### src/source/dma_pkg.sv
package dma_pkg;

  // --------------------------------------------------------------------------
  // Bus and field widths
  // --------------------------------------------------------------------------
  localparam int ADDR_W  = 32;
  localparam int DATA_W  = 32;
  localparam int LEN_W   = 32;
  localparam int BURST_W = 4;
  localparam int LEVEL_W = 5;
  localparam int RESP_W  = 2;

  // --------------------------------------------------------------------------
  // TX FIFO and word geometry
  // --------------------------------------------------------------------------
  // Capacity of the TX FIFO in words
  localparam int TX_FIFO_DEPTH = 16;

  // One AXI4-Lite beat moves one full word
  localparam int WORD_BYTES = 4;

  // --------------------------------------------------------------------------
  // State encodings
  // --------------------------------------------------------------------------
  // Sequencer: gate each burst on FIFO room, run it, loop or finish
  typedef enum logic [1:0] {
    S_IDLE,
    S_WAIT_SPACE,
    S_RUN,
    S_DONE
  } dma_state_e;

  // Read engine: one AR phase and one R phase per word
  typedef enum logic [1:0] {
    B_IDLE,
    B_ADDR,
    B_DATA
  } beat_state_e;

endpackage

### src/source/dma_sequencer.sv
`timescale 1ns/1ps

module dma_sequencer (
  input  logic clk,
  input  logic resetn,
  input  logic start_i,
  input  logic space_ok_i,
  input  logic rem_zero_i,
  input  logic beats_done_i,
  input  logic resp_err_i,
  output logic load_o,
  output logic burst_start_o,
  output logic burst_end_o,
  output logic busy_o,
  output logic done_o,
  output logic err_o
);

  dma_pkg::dma_state_e state;
  logic                err_q;
  logic                done_q;

  // --------------------------------------------------------------------------
  // Strobes to the counter and read engine
  // --------------------------------------------------------------------------
  // New configuration only accepted while idle
  assign load_o = start_i && (state == dma_pkg::S_IDLE);

  // Launch a burst once the FIFO can take all of its words
  assign burst_start_o = (state == dma_pkg::S_WAIT_SPACE) && !rem_zero_i && space_ok_i;

  // Counter bookkeeping at the end of every burst
  assign burst_end_o = (state == dma_pkg::S_RUN) && beats_done_i;

  // Status
  assign busy_o = (state != dma_pkg::S_IDLE);
  assign done_o = done_q;
  assign err_o  = err_q;

  // --------------------------------------------------------------------------
  // State machine
  // --------------------------------------------------------------------------
  always_ff @(posedge clk) begin
    if (!resetn) begin
      state  <= dma_pkg::S_IDLE;
      err_q  <= 1'b0;
      done_q <= 1'b0;
    end else begin
      // Done pulse follows the DONE cycle
      done_q <= (state == dma_pkg::S_DONE);

      case (state)
        dma_pkg::S_IDLE: begin
          if (start_i) begin
            // Error flag lives until the next transfer begins
            err_q <= 1'b0;
            state <= dma_pkg::S_WAIT_SPACE;
          end
        end

        dma_pkg::S_WAIT_SPACE: begin
          if (rem_zero_i) begin
            state <= dma_pkg::S_DONE;
          end else if (space_ok_i) begin
            state <= dma_pkg::S_RUN;
          end
        end

        dma_pkg::S_RUN: begin
          if (resp_err_i) begin
            err_q <= 1'b1;
          end
          if (beats_done_i) begin
            // Bad response finishes the transfer after this burst
            if (err_q) begin
              state <= dma_pkg::S_DONE;
            end else begin
              state <= dma_pkg::S_WAIT_SPACE;
            end
          end
        end

        dma_pkg::S_DONE: begin
          state <= dma_pkg::S_IDLE;
        end

        default: begin
          state <= dma_pkg::S_IDLE;
        end
      endcase
    end
  end

endmodule

### src/source/dma_burst_counter.sv
`timescale 1ns/1ps

module dma_burst_counter (
  input  logic                        clk,
  input  logic                        resetn,
  input  logic                        load_i,
  input  logic [dma_pkg::ADDR_W-1:0]  addr_i,
  input  logic [dma_pkg::LEN_W-1:0]   len_i,
  input  logic [dma_pkg::BURST_W-1:0] burst_size_i,
  input  logic                        incr_addr_i,
  input  logic [dma_pkg::LEVEL_W-1:0] tx_level_i,
  input  logic                        burst_end_i,
  output logic [dma_pkg::ADDR_W-1:0]  burst_addr_o,
  output logic [dma_pkg::BURST_W-1:0] burst_beats_o,
  output logic                        space_ok_o,
  output logic                        rem_zero_o
);

  // Transfer configuration and progress
  logic [dma_pkg::LEN_W-1:0]   rem_bytes;
  logic [dma_pkg::ADDR_W-1:0]  base_addr;
  logic [dma_pkg::BURST_W-1:0] burst_size_q;
  logic                        incr_q;

  // Next-burst sizing
  logic [dma_pkg::LEN_W-1:0]   rem_words;
  logic [dma_pkg::BURST_W-1:0] burst_words;
  logic [dma_pkg::BURST_W-1:0] beats;
  logic [dma_pkg::LEN_W-1:0]   beats_len;
  logic [dma_pkg::ADDR_W-1:0]  beats_addr;
  logic [dma_pkg::LEN_W-1:0]   burst_bytes;
  logic [dma_pkg::ADDR_W-1:0]  addr_step;
  logic [dma_pkg::LEVEL_W:0]   fill_level;

  // --------------------------------------------------------------------------
  // Sizing of the next burst
  // --------------------------------------------------------------------------
  // Trailing bytes below one word are dropped
  assign rem_words  = rem_bytes / dma_pkg::WORD_BYTES;
  assign rem_zero_o = (rem_words == '0);

  // Zero burst size behaves as single-word bursts
  assign burst_words = (burst_size_q == '0) ? dma_pkg::BURST_W'(1) : burst_size_q;
  assign beats = (rem_words < burst_words) ? rem_words[dma_pkg::BURST_W-1:0] : burst_words;

  assign beats_len   = {{(dma_pkg::LEN_W - dma_pkg::BURST_W){1'b0}}, beats};
  assign beats_addr  = {{(dma_pkg::ADDR_W - dma_pkg::BURST_W){1'b0}}, beats};
  assign burst_bytes = beats_len * dma_pkg::WORD_BYTES;
  assign addr_step   = beats_addr * dma_pkg::WORD_BYTES;

  // One spare bit so level plus beats cannot wrap
  assign fill_level = {1'b0, tx_level_i} +
                      {{(dma_pkg::LEVEL_W + 1 - dma_pkg::BURST_W){1'b0}}, beats};
  assign space_ok_o = (fill_level <= dma_pkg::TX_FIFO_DEPTH);

  assign burst_addr_o  = base_addr;
  assign burst_beats_o = beats;

  // --------------------------------------------------------------------------
  // Remaining bytes
  // --------------------------------------------------------------------------
  always_ff @(posedge clk) begin
    if (!resetn) begin
      rem_bytes <= '0;
    end else if (load_i) begin
      rem_bytes <= len_i;
    end else if (burst_end_i) begin
      // Clamp so a short tail never wraps the count
      if (rem_bytes > burst_bytes) begin
        rem_bytes <= rem_bytes - burst_bytes;
      end else begin
        rem_bytes <= '0;
      end
    end
  end

  // Configuration and burst base address
  always_ff @(posedge clk) begin
    if (load_i) begin
      base_addr    <= addr_i;
      burst_size_q <= burst_size_i;
      incr_q       <= incr_addr_i;
    end else if (burst_end_i && incr_q) begin
      base_addr <= base_addr + addr_step;
    end
  end

endmodule

### src/source/axi_read_beats.sv
`timescale 1ns/1ps

module axi_read_beats (
  input  logic                        clk,
  input  logic                        resetn,
  input  logic                        start_i,
  input  logic [dma_pkg::ADDR_W-1:0]  addr_i,
  input  logic [dma_pkg::BURST_W-1:0] beats_i,
  input  logic                        arready_i,
  input  logic                        rvalid_i,
  input  logic [dma_pkg::DATA_W-1:0]  rdata_i,
  input  logic [dma_pkg::RESP_W-1:0]  rresp_i,
  input  logic                        tx_full_i,
  output logic [dma_pkg::ADDR_W-1:0]  araddr_o,
  output logic                        arvalid_o,
  output logic                        rready_o,
  output logic [dma_pkg::DATA_W-1:0]  fifo_tx_data_o,
  output logic                        fifo_tx_we_o,
  output logic                        beats_done_o,
  output logic                        resp_err_o
);

  dma_pkg::beat_state_e        state;
  logic [dma_pkg::BURST_W-1:0] beats_left;
  logic                        beat_taken;

  // Accept read data only when the FIFO has a free slot
  assign rready_o   = (state == dma_pkg::B_DATA) && !tx_full_i;
  assign beat_taken = rvalid_i && rready_o;

  // --------------------------------------------------------------------------
  // AR/R sequencing
  // --------------------------------------------------------------------------
  always_ff @(posedge clk) begin
    if (!resetn) begin
      state        <= dma_pkg::B_IDLE;
      beats_left   <= '0;
      arvalid_o    <= 1'b0;
      fifo_tx_we_o <= 1'b0;
      beats_done_o <= 1'b0;
      resp_err_o   <= 1'b0;
    end else begin
      fifo_tx_we_o <= 1'b0;
      resp_err_o   <= 1'b0;

      // Burst is finished once the last word has been pushed
      beats_done_o <= fifo_tx_we_o && (beats_left == '0);

      case (state)
        dma_pkg::B_IDLE: begin
          if (start_i) begin
            beats_left <= beats_i;
            arvalid_o  <= 1'b1;
            state      <= dma_pkg::B_ADDR;
          end
        end

        dma_pkg::B_ADDR: begin
          // Hold the request until the slave takes it
          if (arready_i) begin
            arvalid_o <= 1'b0;
            state     <= dma_pkg::B_DATA;
          end
        end

        dma_pkg::B_DATA: begin
          if (beat_taken) begin
            fifo_tx_we_o <= 1'b1;
            resp_err_o   <= rresp_i[1];
            beats_left   <= beats_left - 1'b1;
            if (beats_left == dma_pkg::BURST_W'(1)) begin
              state <= dma_pkg::B_IDLE;
            end else begin
              arvalid_o <= 1'b1;
              state     <= dma_pkg::B_ADDR;
            end
          end
        end

        default: begin
          state <= dma_pkg::B_IDLE;
        end
      endcase
    end
  end

  // --------------------------------------------------------------------------
  // Address and data payload
  // --------------------------------------------------------------------------
  always_ff @(posedge clk) begin
    if ((state == dma_pkg::B_IDLE) && start_i) begin
      // Word aligned start
      araddr_o <= {addr_i[dma_pkg::ADDR_W-1:2], 2'b00};
    end else if ((state == dma_pkg::B_DATA) && beat_taken) begin
      araddr_o <= araddr_o + dma_pkg::WORD_BYTES;
    end
    if (beat_taken) begin
      fifo_tx_data_o <= rdata_i;
    end
  end

endmodule

### src/source/dma_read_top.sv
`timescale 1ns/1ps

module dma_read_top (
  input  logic                        clk,
  input  logic                        resetn,
  input  logic                        dma_en_i,
  input  logic [dma_pkg::BURST_W-1:0] burst_size_i,
  input  logic                        incr_addr_i,
  input  logic [dma_pkg::ADDR_W-1:0]  dma_addr_i,
  input  logic [dma_pkg::LEN_W-1:0]   dma_len_i,
  input  logic [dma_pkg::LEVEL_W-1:0] tx_level_i,
  input  logic                        arready_i,
  input  logic [dma_pkg::DATA_W-1:0]  rdata_i,
  input  logic                        rvalid_i,
  input  logic [dma_pkg::RESP_W-1:0]  rresp_i,
  output logic [dma_pkg::DATA_W-1:0]  fifo_tx_data_o,
  output logic                        fifo_tx_we_o,
  output logic [dma_pkg::ADDR_W-1:0]  araddr_o,
  output logic                        arvalid_o,
  output logic                        rready_o,
  output logic                        dma_done_set_o,
  output logic                        axi_err_o,
  output logic                        busy_o
);

  logic                        dma_en_q;
  logic                        start_pulse;
  logic                        tx_full;
  logic                        load;
  logic                        burst_start;
  logic                        burst_end;
  logic                        space_ok;
  logic                        rem_zero;
  logic                        beats_done;
  logic                        resp_err;
  logic [dma_pkg::ADDR_W-1:0]  burst_addr;
  logic [dma_pkg::BURST_W-1:0] burst_beats;

  // --------------------------------------------------------------------------
  // Enable edge and FIFO status
  // --------------------------------------------------------------------------
  always_ff @(posedge clk) begin
    if (!resetn) begin
      dma_en_q <= 1'b0;
    end else begin
      dma_en_q <= dma_en_i;
    end
  end

  assign start_pulse = dma_en_i && !dma_en_q;
  assign tx_full     = (tx_level_i >= dma_pkg::TX_FIFO_DEPTH);

  // --------------------------------------------------------------------------
  // Sub-blocks
  // --------------------------------------------------------------------------
  dma_sequencer u_sequencer (
    .clk           (clk),
    .resetn        (resetn),
    .start_i       (start_pulse),
    .space_ok_i    (space_ok),
    .rem_zero_i    (rem_zero),
    .beats_done_i  (beats_done),
    .resp_err_i    (resp_err),
    .load_o        (load),
    .burst_start_o (burst_start),
    .burst_end_o   (burst_end),
    .busy_o        (busy_o),
    .done_o        (dma_done_set_o),
    .err_o         (axi_err_o)
  );

  dma_burst_counter u_burst_counter (
    .clk           (clk),
    .resetn        (resetn),
    .load_i        (load),
    .addr_i        (dma_addr_i),
    .len_i         (dma_len_i),
    .burst_size_i  (burst_size_i),
    .incr_addr_i   (incr_addr_i),
    .tx_level_i    (tx_level_i),
    .burst_end_i   (burst_end),
    .burst_addr_o  (burst_addr),
    .burst_beats_o (burst_beats),
    .space_ok_o    (space_ok),
    .rem_zero_o    (rem_zero)
  );

  axi_read_beats u_read_beats (
    .clk            (clk),
    .resetn         (resetn),
    .start_i        (burst_start),
    .addr_i         (burst_addr),
    .beats_i        (burst_beats),
    .arready_i      (arready_i),
    .rvalid_i       (rvalid_i),
    .rdata_i        (rdata_i),
    .rresp_i        (rresp_i),
    .tx_full_i      (tx_full),
    .araddr_o       (araddr_o),
    .arvalid_o      (arvalid_o),
    .rready_o       (rready_o),
    .fifo_tx_data_o (fifo_tx_data_o),
    .fifo_tx_we_o   (fifo_tx_we_o),
    .beats_done_o   (beats_done),
    .resp_err_o     (resp_err)
  );

endmodule

### config.mk
export PLATFORM = sky130hd
export DESIGN_NAME = dma_read_top
export DESIGN_NICKNAME = d
export VERILOG_FILES = /design/src/source/dma_pkg.sv /design/src/source/dma_sequencer.sv /design/src/source/dma_burst_counter.sv /design/src/source/axi_read_beats.sv /design/src/source/dma_read_top.sv
export SDC_FILE = /design/constraint.sdc
export NUM_CORES = 1
export LEC_CHECK = 0
export BUFFER_PORTS_ARGS = -buffer_cell sky130_fd_sc_hd__buf_4
export CORE_ASPECT_RATIO = 1.5
export CORE_MARGIN = 3
export CORE_UTILIZATION = 30
export CTS_CLUSTER_DIAMETER = 30
export DETAILED_ROUTE_END_ITERATION = 6
export GPL_ROUTABILITY_DRIVEN = 0
export PLACE_DENSITY = 0.6
export SYNTH_ARGS = -nofsm -noshare
export SYNTH_HDL_FRONTEND = slang
export SYNTH_SLANG_ARGS = --single-unit
### constraint.sdc
create_clock -name clk -period 18.85 [get_ports clk]
set_input_delay 1.885 -clock clk [delete_from_list [all_inputs] [get_ports clk]]
set_output_delay 1.885 -clock clk [all_outputs]
set_load 0.05 [all_outputs]
# [Word level (Yosys, flattened, before mapping)]
# Cells that the tools add are included.
[classes] reduce_logical=33 mul=0 n_addsub=5 n_mux=32 bitwise=0 n_lt_le_gt_ge=4 shift=0 div=0 eq_ne=14
[ops] cell="2-to-1 mux 32 bit" n=7
[ops] cell="adder 32 x 3 -> 32 bit, second input constant" n=1
[ops] cell="adder 32 x 6 -> 32 bit" n=1
[ops] cell="> comparator 32 x 6 -> 1 bit" n=1
[ops] cell="logical NOT 32 bit" n=1
[ops] cell="subtractor 32 x 6 -> 32 bit" n=1
[ops] cell="< comparator 30 x 4 -> 1 bit" n=1
[ops] cell="2-to-1 mux 2 bit" n=8
[ops] cell="2-to-1 mux 4 bit" n=4
[ops] cell="AND reduction 3 bit" n=5
[ops] cell="nonzero test 2 bit" n=6
[ops] cell="logical AND 1 bit" n=11
[ops] cell="inequality test 2 x 1 -> 1 bit, second input constant" n=5
[ops] cell="logical NOT 4 bit" n=2
[ops] cell="2-to-1 mux 1 bit" n=8
[ops] cell="one-hot mux 2 bit (4 select lines)" n=1
[ops] cell="one-hot mux 4 bit (2 select lines)" n=1
[ops] cell="adder 5 x 4 -> 6 bit" n=1
[ops] cell="== test 2 bit, second input constant" n=3
[ops] cell="less-or-equal comparator 6 x 5 -> 1 bit, second input constant" n=1
[ops] cell="one-hot mux 2 bit (3 select lines)" n=1
[ops] cell="greater-or-equal comparator 5 bit, second input constant" n=1
[ops] cell="AND reduction 5 bit" n=1
[ops] cell="== test 2 x 1 -> 1 bit, second input constant" n=2
[ops] cell="other kinds (10)" n=14
[totals] out_inout_bits=70 inputBits=113 reg_bits=148 mem_count=0 elab_cells=105 latch_bits=0 romBits=0 mem_bits_rw=0

# [Depth between registers and ports, before layout]
[logic_depth] depth_word=9 ltp_mapped=21 mapped_depth_nobuf=20

# [By module]
# Synthesis repeated with hierarchy kept, for this count alone.
[unflattened] cells_unflattened=821 area_unflattened_um2=8000.2
[by_module_without_submodules] mod="dma_burst_counter" instances=1 area_each_um2=4433.0 cells_per_inst=504
[by_module_without_submodules] mod="axi_read_beats" instances=1 area_each_um2=3331.9 cells_per_inst=290
[by_module_without_submodules] mod="dma_sequencer" instances=1 area_each_um2=191.4 cells_per_inst=23
[by_module_without_submodules] mod="dma_read_top" instances=1 area_each_um2=43.8 cells_per_inst=4

# [Worst setup path after synthesis]
# Ideal clock, no wire load.
[synth_timing] path_type="register to register" startpoint="reg u_burst_counter.burst_size_q[3] (netlist name)" endpoint="reg u_read_beats.araddr_o[10] (netlist name), enable pin" t_arrival_ns=5.863 slack_ns=12.526 stages_incl_launch_ff=18 path_cell_list="edfxtp_1 -> clkbuf_1 -> inv_1 -> ha_1 -> o2111ai_1 -> o21ai_0 -> nor2_1 -> o21ai_0 -> inv_1 -> fa_1 -> xnor2_1 -> nor3b_1 -> a21oi_1 -> nor2_1 -> o311ai_0 -> o31ai_2 -> a31oi_4 -> o21ai_0"
[synth_via] elab_chain_len=9
[synth_rtl] item="start: declaration" line="dma_burst_counter.sv:22" rtl="logic [dma_pkg::BURST_W-1:0] burst_size_q;"
[synth_rtl] item="start signal: assignment" line="dma_burst_counter.sv:81" rtl="burst_size_q <= burst_size_i;"
[synth_rtl] item="logical NOT 4 bit" line="dma_burst_counter.sv:43" rtl="assign burst_words = (burst_size_q == '0) ? dma_pkg::BURST_W'(1) : burst_size_q;"
[synth_rtl] item="2-to-1 mux 4 bit *" line="dma_burst_counter.sv:43"
[synth_rtl] item="< comparator 30 x 4 -> 1 bit" line="dma_burst_counter.sv:44" rtl="assign beats = (rem_words < burst_words) ? rem_words[dma_pkg::BURST_W-1:0] : burst_words;"
[synth_rtl] item="2-to-1 mux 4 bit *" line="dma_burst_counter.sv:44"
[synth_rtl] item="adder 5 x 4 -> 6 bit *" line="dma_burst_counter.sv:52" rtl="assign fill_level = {1'b0, tx_level_i} +"
[synth_rtl] item="less-or-equal comparator 6 x 5 -> 1 bit *" line="dma_burst_counter.sv:54" rtl="assign space_ok_o = (fill_level <= dma_pkg::TX_FIFO_DEPTH);"
[synth_rtl] item="logical AND 1 bit *" line="dma_sequencer.sv:30" rtl="assign burst_start_o = (state == dma_pkg::S_WAIT_SPACE) && !rem_zero_i && space_ok_i;"
[synth_rtl] item="logical AND 1 bit *" line="axi_read_beats.sv:91" rtl="if ((state == dma_pkg::B_IDLE) && start_i) begin"
[synth_rtl] item="nonzero test 2 bit (no line) *"
[synth_rtl] item="end signal: assignment" line="axi_read_beats.sv:93" rtl="araddr_o <= {addr_i[dma_pkg::ADDR_W-1:2], 2'b00};"
[synth_rtl] item="end signal: assignment" line="axi_read_beats.sv:95" rtl="araddr_o <= araddr_o + dma_pkg::WORD_BYTES;"
[synth_rtl] item="end: declaration" line="axi_read_beats.sv:14" rtl="output logic [dma_pkg::ADDR_W-1:0] araddr_o,"
# Mark *: on every way between the ends. The rest lies on a longest branch, timed or not.
# A chain may end at the register's enable or synchronous reset.

# [Worst setup path after layout]
[layout_timing] startpoint="reg u_burst_counter.burst_size_q[3] (netlist name)" endpoint="reg u_read_beats.araddr_o[31] (netlist name) (data pin)"
[layout_via] elab_chain_len=9
[layout_rtl] item="logical NOT 4 bit" line="dma_burst_counter.sv:43"
[layout_rtl] item="2-to-1 mux 4 bit *" line="dma_burst_counter.sv:43"
[layout_rtl] item="< comparator 30 x 4 -> 1 bit" line="dma_burst_counter.sv:44"
[layout_rtl] item="2-to-1 mux 4 bit *" line="dma_burst_counter.sv:44"
[layout_rtl] item="adder 5 x 4 -> 6 bit *" line="dma_burst_counter.sv:52"
[layout_rtl] item="less-or-equal comparator 6 x 5 -> 1 bit *" line="dma_burst_counter.sv:54"
[layout_rtl] item="logical AND 1 bit *" line="dma_sequencer.sv:30"
[layout_rtl] item="logical AND 1 bit *" line="axi_read_beats.sv:91"
[layout_rtl] item="2-to-1 mux 32 bit *" line="axi_read_beats.sv:91"
# Marks and branches as above.

==> impl_metrics.toml <==
[sta]
setup_violations = 0
grt_setup_unrepaired = "false"
slew_headroom_pct = 28.6
period_share_pct = 30.9
tightest_slew_ns = 1.07
hold_viol = 0
min_period_ns = 5.82
final.setup_skew_ns = 0.0150
slew_viol_final = 0
setup_ws_ns = 13.03
finalSetupTns_ns = 0
fmax_mhz = 172

[global_routing]
antenna_found_initial = 1
grt_pass1_vias = 6748
grt_pass1_wl_um = 35100
grt_remaining_overflow = 0
grt_max_degree = 80
grt_usage_pct = 15.6

[run]
maxCapViolCount = 0

[setup_path]
crit_chain = "inv_1 > ha_1 > o2111ai_1 > o21ai_0 > nor2_1 > o21ai_0 > inv_1 > fa_1 > xnor2_1 > nor3b_1 > a21oi_1 > nor2_1 > o311ai_0 > o31ai_2 > a31oi_4 > nor2_4 > buf_4 > mux2_2"
r2r-start = "u_burst_counter.burst_size_q[3]"
crit_buf_inv = 3
r2r_end = "u_read_beats.araddr_o[31]"
critical_path.max_stage_delay_ns = 0.66
path_delay_family = "compound AO/OA/AOI/OAI gates"
cp-start-kind = "register"
crit_arrival_ns = 6.01
crit_slowest_cell = "o21ai_0"
required_ns = 19.03
crit_cells = 18
rrSetupSlack_ns = 13.03
critical_path_class = "register to register"
end_kind = "register"
crit_start = "u_burst_counter.burst_size_q[3]"
worstPathMaxFanout = 31
rr_worst_depth = 18

[cts]
numCtsBuffers = 17
postCtsSetupRepairBufs = 0
h-tree-depth = 4
clock_latency_ns = 0.44
cts_resized = 0
path_clk_slew_ns = 0.07
cts_buffer_depth = 2
cts_hold_buf = 0
root_buffer = "clkbuf_16"
cts.sinks = 144
cts_tree = "built"

[place]
place_area_um2 = 9630
dpl.cell_count = 1264
place_ws_ns = 12.97
io_buffer_count = 177
dp_hpwl_um = 16500

[worst_hold_path]
hold_depth = 2
hold_path.startpoint = "u_burst_counter.rem_bytes[0]"
holdPathEnd = "u_burst_counter.rem_bytes[0]"
hold_class = "register to register"

[drt]
vias = 6639
ant_nets = 0
drt-initial-drc-count = 389
routedWlPerCell_um = 17.2
vias_per_cell = 5.12
wl_um = 22300
dr.pass1.iters = 7
drcViolationCount = 0

[synth]
netlist_instances = 779
synth_edf_count = 97
ys_seq_area_share_pct = 48.4
async_flop_share_pct = 0
synth_flop_cell = "edfxtp_1"
syn-cell-area_um2 = 7970
yosys_warnings = 0
syn_avg_cell_area_um2 = 10.2
ys_top_cells_by_count = "edfxtp_1, nand2_1, o21ai_0"
netlist_top_cells_area = "edfxtp_1, dfxtp_1, xnor2_1, o21ai_0, mux2_4"
synth_top_area_share_pct = 36.6
synth.most_common_cell = "edfxtp_1"
ys_types = 72
yosysTopAreaCell = "edfxtp_1"
synth-seq-cells = 144

[die]
row_count = 72
start_util_pct = 30.7
ios = 183
dieArea_um2 = 28600
core_um2 = 25900
die_y_um = 206
chipWidth_um = 139

[pwr]
ir_worst_vdd_v = 0.0000619
p_leak_nw = 3.98
cellPowerDensity_nw_per_um2 = 90.4

[outcome]
status = "finished clean"

[final_layout]
area_growth_pct = 28.9
design_area_um2 = 10300
stdcell_count = 1297
drive_gt1_share_pct = 26.3
nets = 1084
tightest hold or removal path, stage by stage, from the launching register on:
cell and delay [ns]:
dfxtp_1 0.31, nand3_1 0.06, a21oi_1 0.06
where the power goes:
group          internal (mW)  leakage [nW]  switching, mW  total [mW]
sequential             0.365          1.28         0.0216       0.386
combinational         0.0759          2.39          0.107       0.183
clock                  0.218         0.313          0.140       0.358
total                  0.659          3.98          0.269       0.927
layout by cell type (no fill, tap or decap), types with 21 or more instances in the layout:
master    instances
buf_4           184
edfxtp_1         97
nand2_1          70
o21ai_0          66
nor2_1           61
dfxtp_1          47
xnor2_1          41
nand3_1          38
a21oi_1          34
inv_1            28
xor2_1           24
mux2_4           21
sequential cells by signal, indices dropped and copies added (netlist names), 2 cells and up:
signal and count:
u_read_beats.state 2, u_burst_counter.rem_bytes 32, u_burst_counter.burst_size_q 4, u_read_beats.fifo_tx_data_o 32
u_read_beats.beats_left 4, u_read_beats.araddr_o 30, u_burst_counter.burst_addr_o 30, u_sequencer.state 2
routing by layer:
metal,wire (µm),GRT usage [%],part of all wire [%],vias up
met3,1400,4.21,6.3,40
met5,0,0,0,-
met4,608,6.40,2.7,0
met2,11800,29.4,53,221
li1,-,-,-,3245
met1,8560,16.3,38,3133
per-stage QoR:
step	hold WS, ns	util [%]	total power [mW]
floorplan	0.443	-	0.514
finish	0.474	39.6	0.927
global route	0.505	39.6	0.971
detailed placement	0.459	37.1	0.578
CTS	0.474	39.5	0.940
global placement	0.460	37.1	0.573
cell type report:
type / count / area, µm²
fillers: 2596 / 15700
multi-input cells: 574 / 3870
flip-flops and latches: 144 / 3850
repair buffers: 184 / 1380
clock buffers: 24 / 547
well taps: 333 / 417
inverters: 29 / 109
clock inverters: 8 / 82.6
diodes: 1 / 2.50
cells by family after synthesis:
logic type      share of synthesized area (%)
buf+inv                                  3.36
fa+ha+maj                                3.71
xor+xnor                                 7.15
mux                                      4.35
other cells                            0.0471
simple gates                             17.4
flops                                    48.4
compound gates                           15.6
worst max path at each step:
stage	slack (ns)	to
global route	12.46	u_read_beats.araddr_o[31]
floorplan	12.53	u_read_beats.araddr_o[10]
detailed placement	12.97	u_read_beats.araddr_o[31]
CTS	12.96	u_read_beats.araddr_o[31]
global placement	13.02	u_read_beats.araddr_o[31]
finish	13.03	u_read_beats.araddr_o[31]
Note: power is estimated with default switching activity, not from simulation.
